`src/hw/lsu_pkg.sv`:
```
/*
 * LSU shared types for the request, memory and response channels
 */

`default_nettype none

package lsu_pkg;

  // --------------------------------------------------
  // Widths
  // --------------------------------------------------
  localparam int unsigned TagWidth = 5;
  localparam int unsigned IdWidth  = 2;

  typedef logic [TagWidth-1:0] tag_t;
  typedef logic [IdWidth-1:0]  mem_id_t;

  // --------------------------------------------------
  // Channel payloads
  // --------------------------------------------------
  // Core request, size 0 byte, 1 half, 2 word
  typedef struct packed {
    logic        write;
    logic        is_signed;
    logic [1:0]  size;
    tag_t        tag;
    logic [31:0] addr;
    logic [31:0] wdata;
  } lsu_req_t;

  // Word aligned memory access with lane aligned data
  typedef struct packed {
    logic        write;
    mem_id_t     id;
    logic [31:0] addr;
    logic [31:0] wdata;
    logic [3:0]  strb;
  } mem_req_t;

  typedef struct packed {
    mem_id_t     id;
    logic [31:0] rdata;
    logic        error;
  } mem_rsp_t;

  // Load result back to the core
  typedef struct packed {
    tag_t        tag;
    logic [31:0] rdata;
    logic        error;
  } lsu_rsp_t;

endpackage

`default_nettype wire

```
`src/hw/lsu_req_skid.sv`:
```
/*
 * Request skid buffer, two entries, registered ready at full throughput
 */

`default_nettype none

module lsu_req_skid (
  input  wire logic              clk_i,
  input  wire logic              rst_i,
  input  wire lsu_pkg::lsu_req_t req_i,
  input  wire logic              req_valid_i,
  output      logic              req_ready_o,
  output      lsu_pkg::lsu_req_t req_o,
  output      logic              req_valid_o,
  input  wire logic              req_ready_i
);

  lsu_pkg::lsu_req_t main_q, spare_q;
  logic              main_valid_q, spare_valid_q;
  logic              accept_in;
  logic              load_main;

  assign accept_in = req_valid_i && req_ready_o;
  // Main register frees up when empty or when its entry leaves
  assign load_main = !main_valid_q || req_ready_i;

  // Only the spare entry blocks new requests
  assign req_ready_o = !spare_valid_q;
  assign req_valid_o = main_valid_q;
  assign req_o       = main_q;

  always_ff @(posedge clk_i or posedge rst_i) begin
    if (rst_i) begin
      main_valid_q  <= 1'b0;
      spare_valid_q <= 1'b0;
    end else if (load_main) begin
      main_valid_q  <= spare_valid_q || accept_in;
      spare_valid_q <= 1'b0;
    end else if (accept_in) begin
      spare_valid_q <= 1'b1;
    end
  end

  always_ff @(posedge clk_i) begin
    if (load_main) begin
      if (spare_valid_q) begin
        main_q <= spare_q;
      end else if (accept_in) begin
        main_q <= req_i;
      end
    end else if (accept_in) begin
      spare_q <= req_i;
    end
  end

  // Downstream sees a stable request until it takes it
  stable_while_stalled : assert property (
    @(posedge clk_i) disable iff (rst_i)
    (req_valid_o && !req_ready_i) |=> (req_valid_o && $stable(req_o)))
    else $error("skid output changed while stalled");

endmodule

`default_nettype wire

```
`config.mk`:
```
export PLATFORM = sky130hd
export DESIGN_NAME = lsu_req_skid
export DESIGN_NICKNAME = d
export VERILOG_FILES = /design/src/hw/lsu_pkg.sv /design/src/hw/lsu_req_skid.sv
export SDC_FILE = /design/constraint.sdc
export NUM_CORES = 1
export LEC_CHECK = 0
export ABC_AREA = 1
export CORE_UTILIZATION = 40
export CTS_CLUSTER_SIZE = 10
export DETAILED_ROUTE_END_ITERATION = 6
export DONT_BUFFER_PORTS = 1
export PLACE_DENSITY_LB_ADDON = 0.05
export REMOVE_ABC_BUFFERS = 1
export SYNTH_ARGS = -nofsm -noshare
export SYNTH_HDL_FRONTEND = slang
export SYNTH_SLANG_ARGS = --single-unit
```
`constraint.sdc`:
```
create_clock -name clk_i -period 3.9 [get_ports clk_i]
set_clock_uncertainty 0.1 [all_clocks]
set_input_delay 0.195 -clock clk_i [delete_from_list [all_inputs] [get_ports clk_i]]
set_output_delay 0.195 -clock clk_i [all_outputs]
set_load 0.02 [all_outputs]
```
# After elaboration in Yosys (flattened, before gate mapping)
# Cells that the tools add are included.
# W data, S select, Z words.
[op_classes]
addsub = 0
mul = 0
div = 0
order_cmp = 0
n_eq_ne = 0
shift = 0
n_mux = 4
n_bitwise = 1
reduce_logical = 9
[op_table]
columns = ["op", "count"]
rows = [
  ["$mux W73", 2],
  ["$reduce_and A2 Y1", 2],
  ["$reduce_bool A2 Y1", 2],
  ["$logic_not A1 Y1", 2],
  ["$logic_or A1 B1 Y1", 2],
  ["$mux W1", 2],
  ["$logic_and A1 B1 Y1", 1],
  ["$not A1 Y1", 1],
]
[totals]
ff_bits = 148
latchBits = 0
ramBits = 0
mem_bits_ro = 0
inputBits = 77
output_inout_bits = 75
wordCells = 28
n_memories = 0

# Depth between registers and ports, before layout
# Gate-level depths: netlist of the first run.
[logic_depth]
depth_word = 4
depth_mapped = 5
mapped_depth_nobuf = 3

# Worst setup path after synthesis of the first run
# Ideal clock, no wire load.
[synth_path]
kind = "flip-flop to flip-flop"
from = "register spare_valid_q"
to = "register spare_q[0] (netlist name), enable pin"
setup_ps = 506
arrival_time_ps = 3690
slack_ps = -397
stages_incl_launch_ff = 5
synth_period_minus_slack_ps = 4297
path_cell_list = "dfrtp_1 inv_2 buf_4 nand2_1 nor2_1"
[synth_via]
elab_chain_cells = 3
[synth_lines]
columns = ["item", "line_no", "rtl"]
rows = [
  ["start: declaration", "lsu_req_skid.sv:19", "logic main_valid_q, spare_valid_q;"],
  ["start signal: assignment", "lsu_req_skid.sv:35", "spare_valid_q <= 1'b0;"],
  ["start signal: assignment", "lsu_req_skid.sv:38", "spare_valid_q <= 1'b0;"],
  ["start signal: assignment", "lsu_req_skid.sv:40", "spare_valid_q <= 1'b1;"],
  ["$logic_not A1 Y1", "lsu_req_skid.sv:28", "assign req_ready_o = !spare_valid_q;"],
  ["$logic_and A1 B1 Y1", "lsu_req_skid.sv:23", "assign accept_in = req_valid_i && req_ready_o;"],
  ["$reduce_and A2 Y1 (no source line)", "n/a", ""],
  ["end signal: assignment", "lsu_req_skid.sv:52", "spare_q <= req_i;"],
  ["end: declaration", "lsu_req_skid.sv:18", "lsu_pkg::lsu_req_t main_q, spare_q;"],
]
# No other way between the ends.
# A chain may end at the register's enable or synchronous reset.

# Worst setup path in the final report of the first run
[layout_path]
from = "register spare_valid_q"
to = "register main_q, in the netlist req_o[1], enable pin"
[layout_via]
elab_chain_cells = 4
[layout_lines]
columns = ["item", "line_no", "rtl"]
rows = [
  ["$logic_not A1 Y1", "lsu_req_skid.sv:28", ""],
  ["$logic_and A1 B1 Y1", "lsu_req_skid.sv:23", ""],
  ["$reduce_bool A2 Y1 (no source line) (*)", "n/a", ""],
  ["$reduce_and A2 Y1 (no source line) (*)", "n/a", ""],
  ["end signal: assignment", "lsu_req_skid.sv:47", "main_q <= spare_q;"],
  ["end signal: assignment", "lsu_req_skid.sv:49", "main_q <= req_i;"],
  ["end: declaration", "lsu_req_skid.sv:18", ""],
]
# Every way passes the cells marked *; elsewhere a longest branch is shown, timed or not.

==> flow_summary.yaml, run 1 <==
synthesis:
  yosys-top-cells-area: "edfxtp_1, nand2_1, buf_2, dfrtp_1, buf_4"
  synth_area_per_cell_sq_um: 13.65
  yosysTopAreaCell: "edfxtp_1"
  synth_area_sq_um: 5391
  ys_ff_latch: 148
  synth_edf_count: 146
  yosysMostFrequentCell: "nand2_1"
  yosys_warnings: 0
  async_reset_ff_frac: 0.01351
  synth_ff_type: "edfxtp_1"
  netlist.area_leader.share: 0.8132
  syn_inst: 395
  yosysSeqAreaShare: 0.8225
  synth_common_cells: "nand2_1, edfxtp_1, buf_2"
  yosys.cell_types.count: 8
global_routing:
  grt_busiest_layer: "met2"
  grt_max_degree: 75
  grtUsageMet1: 0.1947
  antenna_found_initial: 0
  grt_overflow_total: 0
  first_global_vias: 3050
  grt_use_met3: 0.07122
  gr-usage-met2: 0.2540
  grt_pass1_wl_um: 16760
  track_usage: 0.1624
detailed_routing:
  post_drt_wl_per_cell_um: 15.95
  drc: 0
  drtPass1Iterations: 5
  vias: 3049
  viasPerCell: 4.558
  drtIter0Drc: 133
  ant_nets: 0
  wl_um: 10670
pwr:
  ir_drop_uv: 239.9
  power.leakage_nw: 2.683
  p_per_area_nw_per_um2: 536.5
sta:
  setup_violations: 0
  layout_setup_ws_ps: 1495
  rsz0062_at_grt: "false"
  relSlewSlack: 0.4109
  hold_violations: 0
  tightest_slew_ps: 883.6
  slew_violations: 0
  fin_crit_ps: 2405
  max_clock_freq_mhz: 415.7
  post-route-period-util: 0.6168
cts:
  hold_buffers: 78
  clock-sinks: 148
  cts_setup_buffers: 0
  h-tree-depth: 4
  cts-root-buf: "clkbuf_16"
  clk_path_buf_depth: 2
  cts_buffers: 17
  insertion_delay_ps: 410
  clkTransAtPathRegs_ps: 60
  tritoncts: "done"
  cts_resized: 0
worst_setup_path:
  crit_type: "flop to flop"
  end_kind: "flop"
  start_kind: "flop"
  timing.rr.end: "req_o[1]$_DFFE_PP_"
  critical_path_required_ps: 3890
  reg2reg_depth: 3
  crit_fanout: 49
  arrival_ps: 2390
  crit_start: "spare_valid_q$_DFFE_PP0P_"
  r2r_setup_slack_ps: 1490
  setup.worst_path.end: "req_o[1]$_DFFE_PP_"
  r2r_start: "spare_valid_q$_DFFE_PP0P_"
final_layout:
  post-route-util: 0.5232
  fin_nets: 558
  drive_gt1_frac: 0.06085
  areaGrowthSynthToFinish_pct: 28.01
  antenna_cells: 0
  design_area_sq_um: 6902
floorplanning:
  start_util: 0.4087
  ios: 152
  die_x_um: 118.1
  dieArea_sq_um: 13950
  rows: 42
  die_y_um: 118.1
  core_area_sq_um: 13190
placed_design:
  hpwl_um: 6141
  place_congestion: 0.6971
  place_ws_ps: 1461
  numPortBuffers: 0
  placed_cell_area_sq_um: 5613
job:
  maxCapViolations: 0
run_status:
  status: "finished, final reports clean"
hold_path:
  hold_path_startpoint: "req_valid_i"
  hold_path.class: "primary input to flop"
-- sequential cells by signal (all words and copies together), names as in the netlist --
name,flops
spare_q,73
spare_valid_q,1
req_o,73
req_valid_o,1
-- metrics by stage --
stage,setup TNS [ps],hold slack [ps],power (mW),instances
finish,0,124.5,3.703,669
floorplan,-235340,-163.8,2.167,379
global route,0,137.2,3.845,669
CTS,0,103.3,3.750,669
global placement,0,-154.0,2.232,560
detailed placement,0,-158.4,2.235,560
-- critical path: stages, from the launching register on --
cell,delay [ps]
dfrtp_2,730
nor2_1,200
nor2_4,660
buf_12,350
-- report_power, final --
group	leakage, nW	total [mW]	internal [mW]	switching [mW]
combinational	1.03	0.242	0.0975	0.145
sequential	1.40	2.03	1.89	0.133
clock	0.249	1.43	0.858	0.576
total	2.68	3.70	2.85	0.854
-- layer usage --
| metal | vias up | part of all wire |
|---|---|---|
| met5 | - | 0 |
| met4 | 0 | 0.015 |
| met3 | 15 | 0.069 |
| met2 | 103 | 0.48 |
| met1 | 1423 | 0.44 |
| li1 | 1508 | - |
-- kinds of logic (layout without fill, tap and decap cells) --
| family | Yosys count | in the layout | share of synthesized area |
|---|---|---|---|
| buf+inv | 20 | 118 | 0.01949 |
| flops | 148 | 148 | 0.8225 |
| simple gates | 227 | 227 | 0.1580 |
-- how the worst min path moves through the flow --
stage,to,cells after the start
finish,spare_q[24]$_DFFE_PP_,2
global route,spare_q[24]$_DFFE_PP_,2
CTS,spare_q[24]$_DFFE_PP_,2
detailed placement,req_valid_o$_DFFE_PP0P_,1
global placement,req_valid_o$_DFFE_PP0P_,1
floorplan,req_valid_o$_DFFE_PP0P_,1
-- layout make-up --
| type | instances | area (sq um) |
|---|---|---|
| fill | 1158 | 6289 |
| inverter | 4 | 15.01 |
| tap | 176 | 220.2 |
| clock buffer | 22 | 444.2 |
| clock inverter | 9 | 63.81 |
| sequential | 148 | 4436 |
| timing repair buffer | 83 | 855.8 |
| multi-input combinational | 227 | 867.1 |
-- cell usage in the layout, fill, tap and decap left out --
| cell type | Yosys | routed |
|---|---|---|
| clkbuf_16 | 0 | 17 |
| clkbuf_1 | 0 | 5 |
| nor2_1 | 5 | 3 |
| dlygate4sd3_1 | 0 | 78 |
| nand2_1 | 222 | 222 |
| bufinv_16 | 0 | 1 |
| inv_2 | 1 | 1 |
| inv_1 | 3 | 3 |
| clkinv_2 | 0 | 3 |
| edfxtp_1 | 146 | 146 |
| clkinv_1 | 0 | 5 |
| buf_12 | 0 | 3 |
| nor2_4 | 0 | 2 |
| buf_4 | 4 | 2 |
| dfrtp_2 | 0 | 1 |
| dfrtp_1 | 2 | 1 |
Power figures use the tool's default switching activity.
==> run 2: changes to the inputs <==
- clock period: 3.9 -> 2.4 ns (I/O delays scaled with it)
==> run 2 against run 1 <==
  * Core utilization is 0.58 points higher
  * Critical path depth is 1 lower
  * Largest power group unchanged
  * First-iteration DRC count is 77% higher
  * Worst setup slack worse by 1000 ps
  * Highest routed layer unchanged
  * Largest cell class unchanged
  * Die area stayed put
  * Global-route usage is 0.064 points lower
  * Routed wire length is 2.8% lower
  * Cell count is 0.30% higher
  * Power is 71% higher
==> flow_summary.yaml, run 2 (synthesized netlist as in run 1, its figures left out) <==
detailed_routing:
  met3_length_um: 676
  ant_nets: 0
  wl_met2_um: 5146
  vias: 3021
  drc: 0
  viasPerCell: 4.502
  wirelength_met1_um: 4429
  drtIter0Drc: 236
  post_drt_wl_per_cell_um: 15.47
  drtPass1Iterations: 4
  wl_um: 10380
  top_layer: "met4"
floorplanning:
  ios: 152
  die_y_um: 118.1
  core_area_sq_um: 13190
  rows: 42
  die_x_um: 118.1
  start_util: 0.4087
  dieArea_sq_um: 13950
final_layout:
  antenna_cells: 0
  fill_cells: 1090
  final_cell_mix: "nand2_1, edfxtp_1, dlygate4sd3_1, clkbuf_16, clkinv_2"
  areaGrowthSynthToFinish_pct: 29.43
  post-route-util: 0.5290
  fin_nets: 559
  design_area_sq_um: 6978
  final_cells: 671
  layout.cells.most_common: "nand2_1"
  drive_gt1_frac: 0.08283
cts:
  cts_resized: 0
  cts-root-buf: "clkbuf_16"
  clk_path_buf_depth: 2
  h-tree-depth: 4
  tritoncts: "done"
  clkTransAtPathRegs_ps: 60
  cts_setup_buffers: 0
  insertion_delay_ps: 400
  cts_buffers: 17
  clock-sinks: 148
worst_setup_path:
  setup.worst_path.end: "req_ready_o"
  end_kind: "primary output"
  arrival_ps: 1700
  crit_fanout: 74
  timing.rr.end: "spare_q[15]$_DFFE_PP_"
  r2r_start: "req_valid_o$_DFFE_PP0P_"
  crit_type: "flop to primary output"
  r2r_setup_slack_ps: 640
  crit_start: "spare_valid_q$_DFFE_PP0P_"
  start_kind: "flop"
  reg2reg_depth: 3
  critical_path_required_ps: 2180
sta:
  relSlewSlack: 0.4193
  max_clock_freq_mhz: 520.8
  setup_violations: 0
  hold_ws_ps: 85.69
  tightest_slew_ps: 871.0
  slew_violations: 0
  hold_violations: 0
  rsz0062_at_grt: "false"
  tns_ps: 0
  post-route-period-util: 0.8001
  layout_setup_ws_ps: 479.8
  fin_crit_ps: 1920
placed_design:
  place_ws_ps: 630.1
  dpl.cell_count: 561
  hpwl_um: 5889
  place_congestion: 0.6801
  placed_cell_area_sq_um: 5608
  numPortBuffers: 0
pwr:
  power.leakage_nw: 2.721
  ir_drop_uv: 521.3
  p_per_area_nw_per_um2: 904.9
  power_mw: 6.315
global_routing:
  grt_max_degree: 75
  track_usage: 0.1618
  grt_overflow_total: 0
  grt_pass1_wl_um: 16840
  first_global_vias: 3109
  antenna_found_initial: 0
job:
  maxCapViolations: 0
run_status:
  status: "finished, final reports clean"
hold_path:
  hold_path.class: "primary input to flop"
## run 2: changes by cell type in the layout (fill, tap and decap cells not counted), sizes merged
cell	change
buf	+1
bufinv	+2
clkbuf	-4
clkinv	-1
clkinvlp	+3
inv	+1
## run 2: how the worst min path moves through the flow
stage / startpoint / to / slack (ps) / depth (start not counted)
CTS: req_ready_i / req_o[19]$_DFFE_PP_ / 70 / 2
global route: req_ready_i / req_o[19]$_DFFE_PP_ / 90 / 2
floorplan: rst_i / req_valid_o$_DFFE_PP0P_ / -240 / 1
finish: req_ready_i / req_o[19]$_DFFE_PP_ / 90 / 2
global placement: rst_i / req_valid_o$_DFFE_PP0P_ / -230 / 1
detailed placement: rst_i / req_valid_o$_DFFE_PP0P_ / -230 / 1
## run 2: what timing repair did
item	CTS	global route
hold buffers	78	0
setup endpoints to repair	0	0
endpoints found under the hold margin	160	0
## run 2: final cells by class
class	count	area, sq um	share of cell area
clock buffer	18	429.2	0.06150
clock inverter	14	160.2	0.02295
inverter	4	15.01	0.002152
multi-input combinational	227	867.1	0.1243
sequential	148	4436	0.6356
tap	176	220.2	0.03156
timing repair buffer	84	850.8	0.1219
## run 2: layer usage
| layer | global-route usage | vias up |
|---|---|---|
| met3 | 0.06541 | 9 |
| met5 | 0 | - |
| met4 | 0.07933 | 0 |
| met1 | 0.1946 | 1397 |
| li1 | - | 1516 |
| met2 | 0.2518 | 99 |
## run 2: power breakdown
| part | switching, mW | total, mW | leakage [nW] | internal, mW |
|---|---|---|---|---|
| Sequential | 0.207 | 3.28 | 1.40 | 3.08 |
| Combinational | 0.241 | 0.399 | 1.03 | 0.158 |
| Clock | 1.01 | 2.63 | 0.286 | 1.63 |
## run 2: worst max-delay path: stages (launching register included)
cell and delay, ps:
dfrtp_2 490, inv_2 90, buf_4 690
