===== config.mk =====
export PLATFORM = sky130hd
export DESIGN_NAME = lsu_core
export DESIGN_NICKNAME = d
export VERILOG_FILES = /design/src/hw/lsu_pkg.sv /design/src/hw/lsu_core.sv
export SDC_FILE = /design/constraint.sdc
export NUM_CORES = 1
export LEC_CHECK = 0
export BUFFER_PORTS_ARGS = -buffer_cell sky130_fd_sc_hd__buf_2
export CAP_MARGIN = 20
export CORE_MARGIN = 2
export CORE_UTILIZATION = 51
export CTS_BUF_LIST = sky130_fd_sc_hd__clkbuf_4 sky130_fd_sc_hd__clkbuf_8
export CTS_CLUSTER_SIZE = 24
export DETAILED_ROUTE_END_ITERATION = 16
export PLACE_DENSITY = 0.95
export SYNTH_ARGS = -nofsm -noshare
export SYNTH_HDL_FRONTEND = slang
export SYNTH_SLANG_ARGS = --single-unit

===== constraint.sdc =====
create_clock -name clk_i -period 4.6 [get_ports clk_i]
set_input_delay 0.23 -clock clk_i [delete_from_list [all_inputs] [get_ports clk_i]]
set_output_delay 0.23 -clock clk_i [all_outputs]
set_load 0.03 [all_outputs]

===== src/hw/lsu_pkg.sv =====
/*
 * LSU shared types for the request, memory and response channels
 */

`default_nettype none

package lsu_pkg;

  // --------------------------------------------------
  // Widths
  // --------------------------------------------------
  localparam int unsigned TagWidth = 5;
  localparam int unsigned IdWidth  = 2;

  typedef logic [TagWidth-1:0] tag_t;
  typedef logic [IdWidth-1:0]  mem_id_t;

  // --------------------------------------------------
  // Channel payloads
  // --------------------------------------------------
  // Core request, size 0 byte, 1 half, 2 word
  typedef struct packed {
    logic        write;
    logic        is_signed;
    logic [1:0]  size;
    tag_t        tag;
    logic [31:0] addr;
    logic [31:0] wdata;
  } lsu_req_t;

  // Word aligned memory access with lane aligned data
  typedef struct packed {
    logic        write;
    mem_id_t     id;
    logic [31:0] addr;
    logic [31:0] wdata;
    logic [3:0]  strb;
  } mem_req_t;

  typedef struct packed {
    mem_id_t     id;
    logic [31:0] rdata;
    logic        error;
  } mem_rsp_t;

  // Load result back to the core
  typedef struct packed {
    tag_t        tag;
    logic [31:0] rdata;
    logic        error;
  } lsu_rsp_t;

endpackage

`default_nettype wire


===== src/hw/lsu_core.sv =====
/*
 * LSU core, tracks outstanding memory IDs, aligns stores and extends loads
 * Memory responses may return in any order
 */

`default_nettype none

module lsu_core #(
  parameter int unsigned NumOutstanding = 4
) (
  input  wire logic              clk_i,
  input  wire logic              rst_i,
  input  wire lsu_pkg::lsu_req_t req_i,
  input  wire logic              req_valid_i,
  output      logic              req_ready_o,
  output      lsu_pkg::mem_req_t mem_req_o,
  output      logic              mem_req_valid_o,
  input  wire logic              mem_req_ready_i,
  input  wire lsu_pkg::mem_rsp_t mem_rsp_i,
  input  wire logic              mem_rsp_valid_i,
  output      logic              mem_rsp_ready_o,
  output      lsu_pkg::lsu_rsp_t rsp_o,
  output      logic              rsp_valid_o,
  input  wire logic              rsp_ready_i,
  output      logic              empty_o
);

  typedef struct packed {
    logic          write;
    lsu_pkg::tag_t tag;
    logic          sign_ext;
    logic [1:0]    offset;
    logic [1:0]    size;
  } meta_t;

  if (NumOutstanding < 1 || NumOutstanding > 4) begin : g_bad_outstanding
    $error("NumOutstanding must be 1 to 4");
  end

  logic [NumOutstanding-1:0] id_available_d, id_available_q;
  meta_t [NumOutstanding-1:0] meta_d, meta_q;
  meta_t                      req_meta, rsp_meta;
  lsu_pkg::mem_id_t           free_id, req_id_q, rsp_id;
  logic                       pending_q;
  logic                       id_table_full;
  logic                       id_push, id_pop;
  logic [31:0]                shifted_data;
  logic [31:0]                ld_result;

  // --------------------------------------------------
  // ID table
  // --------------------------------------------------
  // Lowest free ID wins
  always_comb begin
    free_id = '0;
    for (int i = NumOutstanding - 1; i >= 0; i--) begin
      if (id_available_q[i]) begin
        free_id = lsu_pkg::mem_id_t'(i);
      end
    end
  end

  assign id_table_full = ~|id_available_q;
  assign empty_o       = &id_available_q;

  assign req_meta = '{
    write:    req_i.write,
    tag:      req_i.tag,
    sign_ext: req_i.is_signed,
    offset:   req_i.addr[1:0],
    size:     req_i.size
  };

  // Claim on first raise of valid, not on the handshake
  assign id_push = mem_req_valid_o && !pending_q;
  assign id_pop  = mem_rsp_valid_i && mem_rsp_ready_o;
  assign rsp_id  = mem_rsp_i.id;

  always_comb begin
    id_available_d = id_available_q;
    meta_d         = meta_q;
    if (id_push) begin
      id_available_d[free_id] = 1'b0;
      meta_d[free_id]         = req_meta;
    end
    if (id_pop) begin
      id_available_d[rsp_id] = 1'b1;
    end
  end

  // --------------------------------------------------
  // Request side
  // --------------------------------------------------
  assign mem_req_valid_o = req_valid_i && (!id_table_full || pending_q);
  assign req_ready_o     = mem_req_ready_i && (!id_table_full || pending_q);

  assign mem_req_o.write = req_i.write;
  assign mem_req_o.id    = pending_q ? req_id_q : free_id;
  assign mem_req_o.addr  = {req_i.addr[31:2], 2'b00};

  always_comb begin
    unique case (req_i.size)
      2'b00:   mem_req_o.strb = 4'b0001 << req_i.addr[1:0];
      2'b01:   mem_req_o.strb = 4'b0011 << req_i.addr[1:0];
      2'b10:   mem_req_o.strb = 4'b1111;
      default: mem_req_o.strb = 4'b0000;
    endcase
  end

  // Rotate store data up to its byte lane
  always_comb begin
    unique case (req_i.addr[1:0])
      2'b01:   mem_req_o.wdata = {req_i.wdata[23:0], req_i.wdata[31:24]};
      2'b10:   mem_req_o.wdata = {req_i.wdata[15:0], req_i.wdata[31:16]};
      2'b11:   mem_req_o.wdata = {req_i.wdata[7:0], req_i.wdata[31:8]};
      default: mem_req_o.wdata = req_i.wdata;
    endcase
  end

  // --------------------------------------------------
  // Response side
  // --------------------------------------------------
  assign rsp_meta     = meta_q[rsp_id];
  assign shifted_data = mem_rsp_i.rdata >> {rsp_meta.offset, 3'b000};

  always_comb begin
    unique case (rsp_meta.size)
      2'b00:   ld_result = {{24{shifted_data[7] & rsp_meta.sign_ext}}, shifted_data[7:0]};
      2'b01:   ld_result = {{16{shifted_data[15] & rsp_meta.sign_ext}}, shifted_data[15:0]};
      default: ld_result = shifted_data;
    endcase
  end

  // Write acks are absorbed here
  assign rsp_valid_o     = mem_rsp_valid_i && !rsp_meta.write;
  assign mem_rsp_ready_o = rsp_ready_i || rsp_meta.write;
  assign rsp_o.tag       = rsp_meta.tag;
  assign rsp_o.rdata     = ld_result;
  assign rsp_o.error     = mem_rsp_i.error;

  always_ff @(posedge clk_i or posedge rst_i) begin
    if (rst_i) begin
      id_available_q <= '1;
      meta_q         <= '0;
      req_id_q       <= '0;
      pending_q      <= 1'b0;
    end else begin
      id_available_q <= id_available_d;
      meta_q         <= meta_d;
      pending_q      <= mem_req_valid_o && !mem_req_ready_i;
      if (id_push && !mem_req_ready_i) begin
        req_id_q <= free_id;
      end
    end
  end

  claimed_id_free : assert property (
    @(posedge clk_i) disable iff (rst_i)
    id_push |-> id_available_q[free_id])
    else $error("claimed ID was not free");

  // Memory must only answer IDs it was handed
  rsp_id_in_use : assert property (
    @(posedge clk_i) disable iff (rst_i)
    id_pop |-> !id_available_q[rsp_id])
    else $error("response ID not in use");

endmodule

`default_nettype wire


Word level (Yosys, flattened, before mapping)
Cells that the tools add are included.
Word-level totals
  register bits after elaboration: 51
Operators by class
  $lt $le $gt $ge: 4
  eq/ne operators: 6
  shift operators: 3
  muxes and demuxes: 19
  bitwise logic cells: 5
  reductions and logical operators: 18
Operators with widths (count)
  case mux 32 bit (3 select lines): 1
  case mux 32 bit (2 select lines): 1
  bitwise mux 44 bit: 1
  >> shifter 32 x 5 -> 32 bit: 1
  binary-select mux 11 bit (select 2 bit): 1
  demux 11 bit (select 2 bit): 1
  2-to-1 mux 11 bit: 2
  case mux 4 bit (3 select lines): 1
  2-to-1 mux 2 bit: 5
  logical AND 1 bit: 9
  2-to-1 mux 4 bit: 2
  == test 2 x 1 -> 1 bit (second input constant): 3
  == test 2 bit (second input constant): 3
  < comparator 2 x 3 -> 1 bit (second input constant): 2
  AND 4 bit: 1
  demux 1 bit (select 2 bit): 2
  >= comparator 2 x 1 -> 1 bit (second input constant): 2
  zero test 2 bit: 2
  inverter 4 bit: 1
  bitwise OR 4 bit: 1
  AND reduction 4 bit: 1
  OR reduction 4 bit: 1
  << shifter 1 x 2 -> 4 bit (first input constant): 1
  << shifter 2 x 2 -> 4 bit (first input constant): 1
  other kinds (4): 9

Longest topological paths before layout
Gate-level depths: netlist of run 1.
  depth in word-level cells: 13
  gate-level depth with buffers: 8

Least setup slack after synthesis of run 1
Ideal clock, no wire load.
  path kind: in2out
  start: input port mem_rsp_i[33] in the netlist's numbering
  end: output port rsp_o[17] in the netlist's numbering
  data arrival time: 2277 ps
  data required time: 4370 ps
  setup slack: 2093 ps
  stages on the path: 7
  path buffers: 3
  cells stage by stage: buf_6 -> mux4_2 -> buf_6 -> mux2_1 -> o2bb2ai_2 -> buf_2 -> o31ai_1
RTL lines
  start: declaration: RTL line lsu_core.sv:19  | input wire lsu_pkg::mem_rsp_t mem_rsp_i,
  end: declaration: RTL line lsu_core.sv:22  | output lsu_pkg::lsu_rsp_t rsp_o,

==> results of run 1 <==
==> kinds of logic after synthesis <==
| kind of cell | synth area share [%] |
|---|---|
| multiplexers | 42.1 |
| buffers and inverters | 10.3 |
| AND/OR/NAND/NOR | 6.86 |
| AO/OA/AOI/OAI | 10.3 |
| flip-flops | 30.4 |
| other | 0.0890 |
==> repair_timing <==
action | 4_1_cts | 5_1_grt
hold buffers | 0 | 1
hold endpoints to repair | 0 | 10
gates resized for setup | 0 | 0
buffers inserted | 0 | 0
==> sequential cells by signal, summed over array words and instances, names as in the netlist <==
register,count
id_available_q,4
meta_q,44
pending_q,1
req_id_q,2
==> worst register-to-register path: cells and delay by family, from the launching register on <==
kind / cells / cell delay (ns)
and+or+nand+nor: 2 / 0.98
DFF: 1 / 0.46
muxes: 1 / 0.39
==> stage by stage <==
stage / power [uW] / setup slack, ns / hold WS (ns) / cells
after detailed placement: 2860 / 1.30 / 0.457 / 562
after global routing: 3300 / 1.07 / 0.139 / 572
after global placement: 2780 / 1.36 / 0.445 / 562
after floorplan: 2390 / 2.09 / 0.296 / 359
after CTS: 3120 / 1.27 / 0.134 / 570
final: 3120 / 1.25 / 0.135 / 572
==> cell usage in the layout, fill, tap and decap left out, types with 2 or more instances in the layout <==
| cell type | n |
|---|---|
| nand2_1 | 29 |
| or2_2 | 3 |
| nand2b_1 | 6 |
| conb_1 | 2 |
| clkbuf_4 | 2 |
| a32oi_1 | 7 |
| dfstp_2 | 4 |
| mux4_2 | 42 |
| mux2_2 | 60 |
| o31ai_1 | 19 |
| buf_2 | 163 |
| nor2b_1 | 6 |
| clkbuf_8 | 5 |
| nor2_1 | 8 |
| mux2i_1 | 10 |
| inv_1 | 5 |
| nor3_1 | 2 |
| o21ai_0 | 20 |
| dfrtp_1 | 47 |
| a21oi_1 | 2 |
==> routing by layer <==
layer | vias to the layer above | global-route usage, %
met1 | 1749 | 32.1
met5 | - | 0
li1 | 1546 | -
met4 | 0 | 7.73
met2 | 139 | 44.0
met3 | 39 | 6.54
==> area by class of cell <==
| class | count | area, um2 | share of cell area, % |
|---|---|---|---|
| multi-input cells | 236 | 2500 | 51.3 |
| flip-flops and latches | 51 | 1280 | 26.2 |
| repair buffers | 166 | 853 | 17.5 |
| well taps | 105 | 131 | 2.69 |
| clock buffers | 7 | 83.8 | 1.72 |
| inverters | 6 | 22.5 | 0.461 |
| clock inverters | 1 | 5.00 | 0.103 |
==> final timing paths <==
path	from	to	slack (ns)	depth (start not counted)
min in group asynchronous	rst_i	req_id_q[1]$_DFFE_PP0P_	0.44	3
max	mem_rsp_i[33]	rsp_o[22]	1.25	6
min reg2reg	req_id_q[0]$_DFFE_PP0P_	req_id_q[0]$_DFFE_PP0P_	0.51	1
max in group asynchronous	rst_i	meta_q[26]$_DFFE_PP0P_	3.67	4
min	mem_req_ready_i	pending_q$_DFF_PP0_	0.13	2
max reg2reg	pending_q$_DFF_PP0_	meta_q[39]$_DFFE_PP0P_	2.66	3
==> power groups by stage <==
stage | sequential, uW | clock (uW) | combinational [uW]
finish | 798 | 259 | 2070
global route | 820 | 279 | 2200
CTS | 794 | 261 | 2060
detailed placement | 801 | 0 | 2060
global placement | 773 | 0 | 2010
floorplan | 753 | 0 | 1630
==> flow_metrics.py, run 1 <==
metrics = {
    "critical_path": {
        "arrival_ns": 3.12,
        "crit_required_ns": 4.37,
        "crit_path_top_delay_cell": "mux4_2",
        "startpoint_type": "input port",
        "crit_type": "in -> out",
        "cpPeakStageDelay_ns": 0.82,
        "path_delay_family": "multiplexers",
        "path_max_fanout": 28,
        "end_kind": "primary output",
        "crit_top_cell": "buf_2",
        "cp_cell_sequence": "buf_2 > mux4_2 > nor2b_1 > a221oi_4 > o31ai_1 > buf_2",
        "cp_num_buf_inv": 2,
    },
    "synthesis": {
        "synthArstFlopShare_pct": 100,
        "netlist_area_mm2": 0.00421,
        "yosysMostFrequentCell": "mux2_2",
        "synth_common_cells": "mux2_2 (60), dfrtp_1 (47), mux4_2 (42)",
        "netlist_instances": 358,
        "ys_types": 42,
        "synth_edf_count": 0,
        "synthTopCellsByArea": "dfrtp_1 (28%), mux4_2 (22%), mux2_2 (16%)",
        "seq_area_frac_synth_pct": 30.4,
        "ys_warn_count": 0,
        "synth_largest_area_cell": "dfrtp_1",
        "synth_top_area_share_pct": 27.9,
        "synth_ff_type": "dfrtp_1",
        "ys_ff_latch": 51,
        "syn_area_per_cell_um2": 11.8,
    },
    "detailed_routing": {
        "drc": 0,
        "first_pass_iters": 5,
        "top_layer": "met4",
        "antenna_left": 0,
        "met1_length_um": 4300,
        "vias": 3473,
        "via_per_inst": 6.07,
        "drtIter0Drc": 189,
        "route.met2.wl_um": 6260,
        "drt-wirelength-per-cell_um": 20.8,
        "drt-total-wl_um": 11900,
        "met3_length_um": 1120,
    },
    "placement": {
        "placed_area_mm2": 0.00476,
        "hpwl_um": 9260,
        "place_congestion": 0.979,
        "port_buffers": 163,
    },
    "pwr": {
        "power_density_mw_per_mm2": 640,
        "p_seq_share_pct": 25.5,
        "clkPwrFrac_pct": 8.3,
        "leakage_uw": 0.00219,
        "switching_power_uw": 1580,
        "p_int_uw": 1550,
        "comb_power_share_pct": 66.2,
        "peakVddDrop_mv": 0.415,
        "swShare_pct": 50.5,
    },
    "timing": {
        "fin_setup_tns_ns": 0,
        "relSlewSlack_pct": 36.3,
        "clock-skew-final_ns": 0.00567,
        "rsz0062_at_grt": "false",
        "timing.final.crit_period_ns": 3.35,
        "finalHoldViolations": 0,
        "finalSetupViolCount": 0,
        "tightest_slew_ns": 0.955,
        "slew_viol_final": 0,
        "timing.final.crit_share_pct": 72.9,
        "fmax_ghz": 0.298,
    },
    "flow_run": {
        "max_cap_viol_count": 0,
    },
    "final_layout": {
        "diodes": 0,
        "drive_gt1_share_pct": 61.9,
        "final_cell_area_mm2": 0.00488,
        "fillCellCount": 706,
        "area_growth_pct": 15.8,
        "nets": 580,
        "utilization_pct": 60.3,
    },
    "floorplan": {
        "chipWidth_um": 94.9,
        "top_level_ports": 228,
        "core_area_mm2": 0.00809,
        "num_rows": 33,
        "fp.dieArea_mm2": 0.00901,
        "die_h_um": 94.9,
        "start_util_pct": 52.1,
    },
    "clock_network": {
        "h-tree-depth": 2,
        "cts_buffers": 5,
        "clock-sinks": 51,
        "ctsLongestPathBuffers": 2,
        "cts_tree": "yes",
        "clk_latency_ns": 0.30,
        "cts.root.buffer_cell": "clkbuf_8",
        "cts.clk_slew.worst_paths_ns": 0.09,
    },
    "grt": {
        "overflow": 0,
        "grt_max_degree": 52,
        "track_usage_pct": 25.7,
        "antenna_found_initial": 0,
        "grt_pass1_vias": 3320,
        "grt_pass1_wl_um": 17600,
    },
    "hold_path": {
        "hold_path_class": "in -> reg",
    },
    "status": {
        "outcome": "finished clean",
    },
}
(Power assumes the default switching activity.)
==> run 2: changes to the inputs <==
Settings changed: CORE_UTILIZATION 51 to 42, PLACE_DENSITY 0.95 to 0.88.
Clock period 4.6 ns to 2.8 ns, I/O delays scaled along.
==> run 2 against run 1 <==
Non-clock buffer count up 11. Cell count increased by 6.8%. Flip-flop and latch count did not move. Highest routed layer unchanged. First-iteration DRC count up 24%. Via count barely moved. Sequential share of layout area decreased by 0.84 points. Combinational power up 67%.
==> flow_metrics.py, run 2 (same netlist as run 1, synthesis figures left out) <==
metrics = {
    "final_layout": {
        "fillCellCount": 879,
        "final_cell_area_mm2": 0.00504,
        "largest_register_ffs": 44,
        "ff_latch_area_mm2": 0.00128,
        "nets": 591,
        "regMostFlops": "meta_q",
        "layout_commonest_cell": "buf_2",
        "multiInputGateArea_mm2": 0.00251,
        "utilization_pct": 51.6,
        "area_growth_pct": 19.7,
        "drive_gt1_share_pct": 63.2,
        "mostFrequentLayoutCells": "buf_2 (163), mux2_2 (60), dfrtp_1 (47), mux4_2 (42), nand2_1 (29)",
        "diodes": 0,
        "fin_cells": 611,
        "largestRegisters": "meta_q (44), id_available_q (4), req_id_q (2)",
    },
    "floorplan": {
        "die_h_um": 104,
        "top_level_ports": 228,
        "core_area_mm2": 0.00977,
        "num_rows": 36,
        "start_util_pct": 43.1,
        "chipWidth_um": 104,
        "fp.dieArea_mm2": 0.0109,
    },
    "clock_network": {
        "clock-sinks": 51,
        "cts_buffers": 5,
        "clk_latency_ns": 0.30,
        "cts.root.buffer_cell": "clkbuf_8",
        "h-tree-depth": 2,
        "cts.clk_slew.worst_paths_ns": 0.09,
        "cts_tree": "yes",
        "ctsLongestPathBuffers": 2,
    },
    "grt": {
        "grt_pass1_vias": 3421,
        "grt_max_degree": 52,
        "grt_pass1_wl_um": 18100,
        "antenna_found_initial": 0,
        "overflow": 0,
        "track_usage_pct": 20.6,
    },
    "timing": {
        "fmax_ghz": 0.368,
        "relSlewSlack_pct": 40.9,
        "clock-skew-final_ns": 0.00641,
        "rsz0062_at_grt": "false",
        "finalSetupViolCount": 0,
        "setup_ws_ns": 0.0813,
        "timing.final.crit_share_pct": 97.1,
        "timing.final.crit_period_ns": 2.72,
        "finalHoldViolations": 0,
        "fin_setup_tns_ns": 0,
        "tightest_slew_ns": 0.886,
        "slew_viol_final": 0,
    },
    "placement": {
        "dpl.cell_count": 601,
        "pre_cts_ws_ns": 0.317,
        "place_congestion": 0.851,
        "port_buffers": 163,
        "placed_area_mm2": 0.00488,
        "hpwl_um": 9100,
    },
    "detailed_routing": {
        "vias": 3474,
        "drt-total-wl_um": 11500,
        "drc": 0,
        "drt-wirelength-per-cell_um": 18.8,
        "first_pass_iters": 4,
        "via_per_inst": 5.69,
        "drtIter0Drc": 234,
        "antenna_left": 0,
    },
    "critical_path": {
        "arrival_ns": 2.58,
        "path_max_fanout": 16,
        "startpoint_type": "flop",
        "ff2ff_setup_slack_ns": 0.87,
        "crit_required_ns": 2.66,
        "rr_worst_depth": 3,
        "endpoint": "rsp_o[22]",
        "end_kind": "primary output",
        "r2r-start": "pending_q$_DFF_PP0_",
        "r2r_end": "meta_q[43]$_DFFE_PP0P_",
        "startpoint": "meta_q[35]$_DFFE_PP0P_",
        "crit_type": "reg -> out",
    },
    "hold_path": {
        "holdPathStages": 2,
        "hold_path_class": "in -> reg",
    },
    "status": {
        "outcome": "finished clean",
    },
    "pwr": {
        "power_density_mw_per_mm2": 1050,
        "peakVddDrop_mv": 0.555,
        "leakage_uw": 0.00226,
    },
    "flow_run": {
        "max_cap_viol_count": 0,
    },
}
==> run 2: worst max-delay path: stages (launching register included) <==
cell and delay [ns]:
dfrtp_1 0.39, mux4_2 0.63, mux2_1 0.30, o2bb2ai_2 0.06, buf_4 0.19, o31ai_1 0.42, buf_2 0.28
==> run 2: routing by layer <==
layer / global-route usage (%) / vias up / part of all wire, %
li1: - / 1570 / -
met1: 23.9 / 1754 / 37
met2: 37.2 / 111 / 54
met3: 3.82 / 39 / 4.4
met4: 8.69 / 0 / 3.8
met5: 0 / - / 0
==> run 2: stage by stage <==
| stage | total power, uW | hold slack, ns |
|---|---|---|
| 5_1_grt | 5580 | 0.0376 |
| 3_3_place_gp | 4660 | 0.280 |
| 3_5_place_dp | 4770 | 0.280 |
| 6_report | 5280 | 0.0398 |
| 4_1_cts | 5300 | 0.0353 |
| 2_1_floorplan | 3920 | 0.206 |
==> run 2: layout make-up <==
type                    count  share of cell area [%]
repair buffers            177                    18.7
inverters                   6                   0.447
multi-input cells         236                    49.8
clock buffers               6                    1.64
flip-flops and latches     51                    25.4
clock inverters             2                   0.695
well taps                 133                    3.30
==> run 2: timing repair <==
item / in CTS / in global routing
endpoints found under the hold margin: 0 / 22
resized for setup: 0 / 1
setup buffers: 0 / 0
hold buffers: 0 / 1
endpoints found under the setup margin: 0 / 2
==> run 2: how the worst min path moves through the flow <==
stage                                from  slack, ns                   to
after floorplan           mem_req_ready_i       0.21  pending_q$_DFF_PP0_
after global placement          req_i[46]       0.28        mem_req_o[50]
after detailed placement        req_i[46]       0.28        mem_req_o[50]
after CTS                 mem_req_ready_i       0.04  pending_q$_DFF_PP0_
after global routing      mem_req_ready_i       0.04  pending_q$_DFF_PP0_
final                     mem_req_ready_i       0.04  pending_q$_DFF_PP0_
==> run 2: power breakdown <==
group	internal [uW]	switching (uW)	total, uW
combinational	1320	2140	3460
sequential	1100	193	1300
clock	289	232	522
total	2710	2560	5280
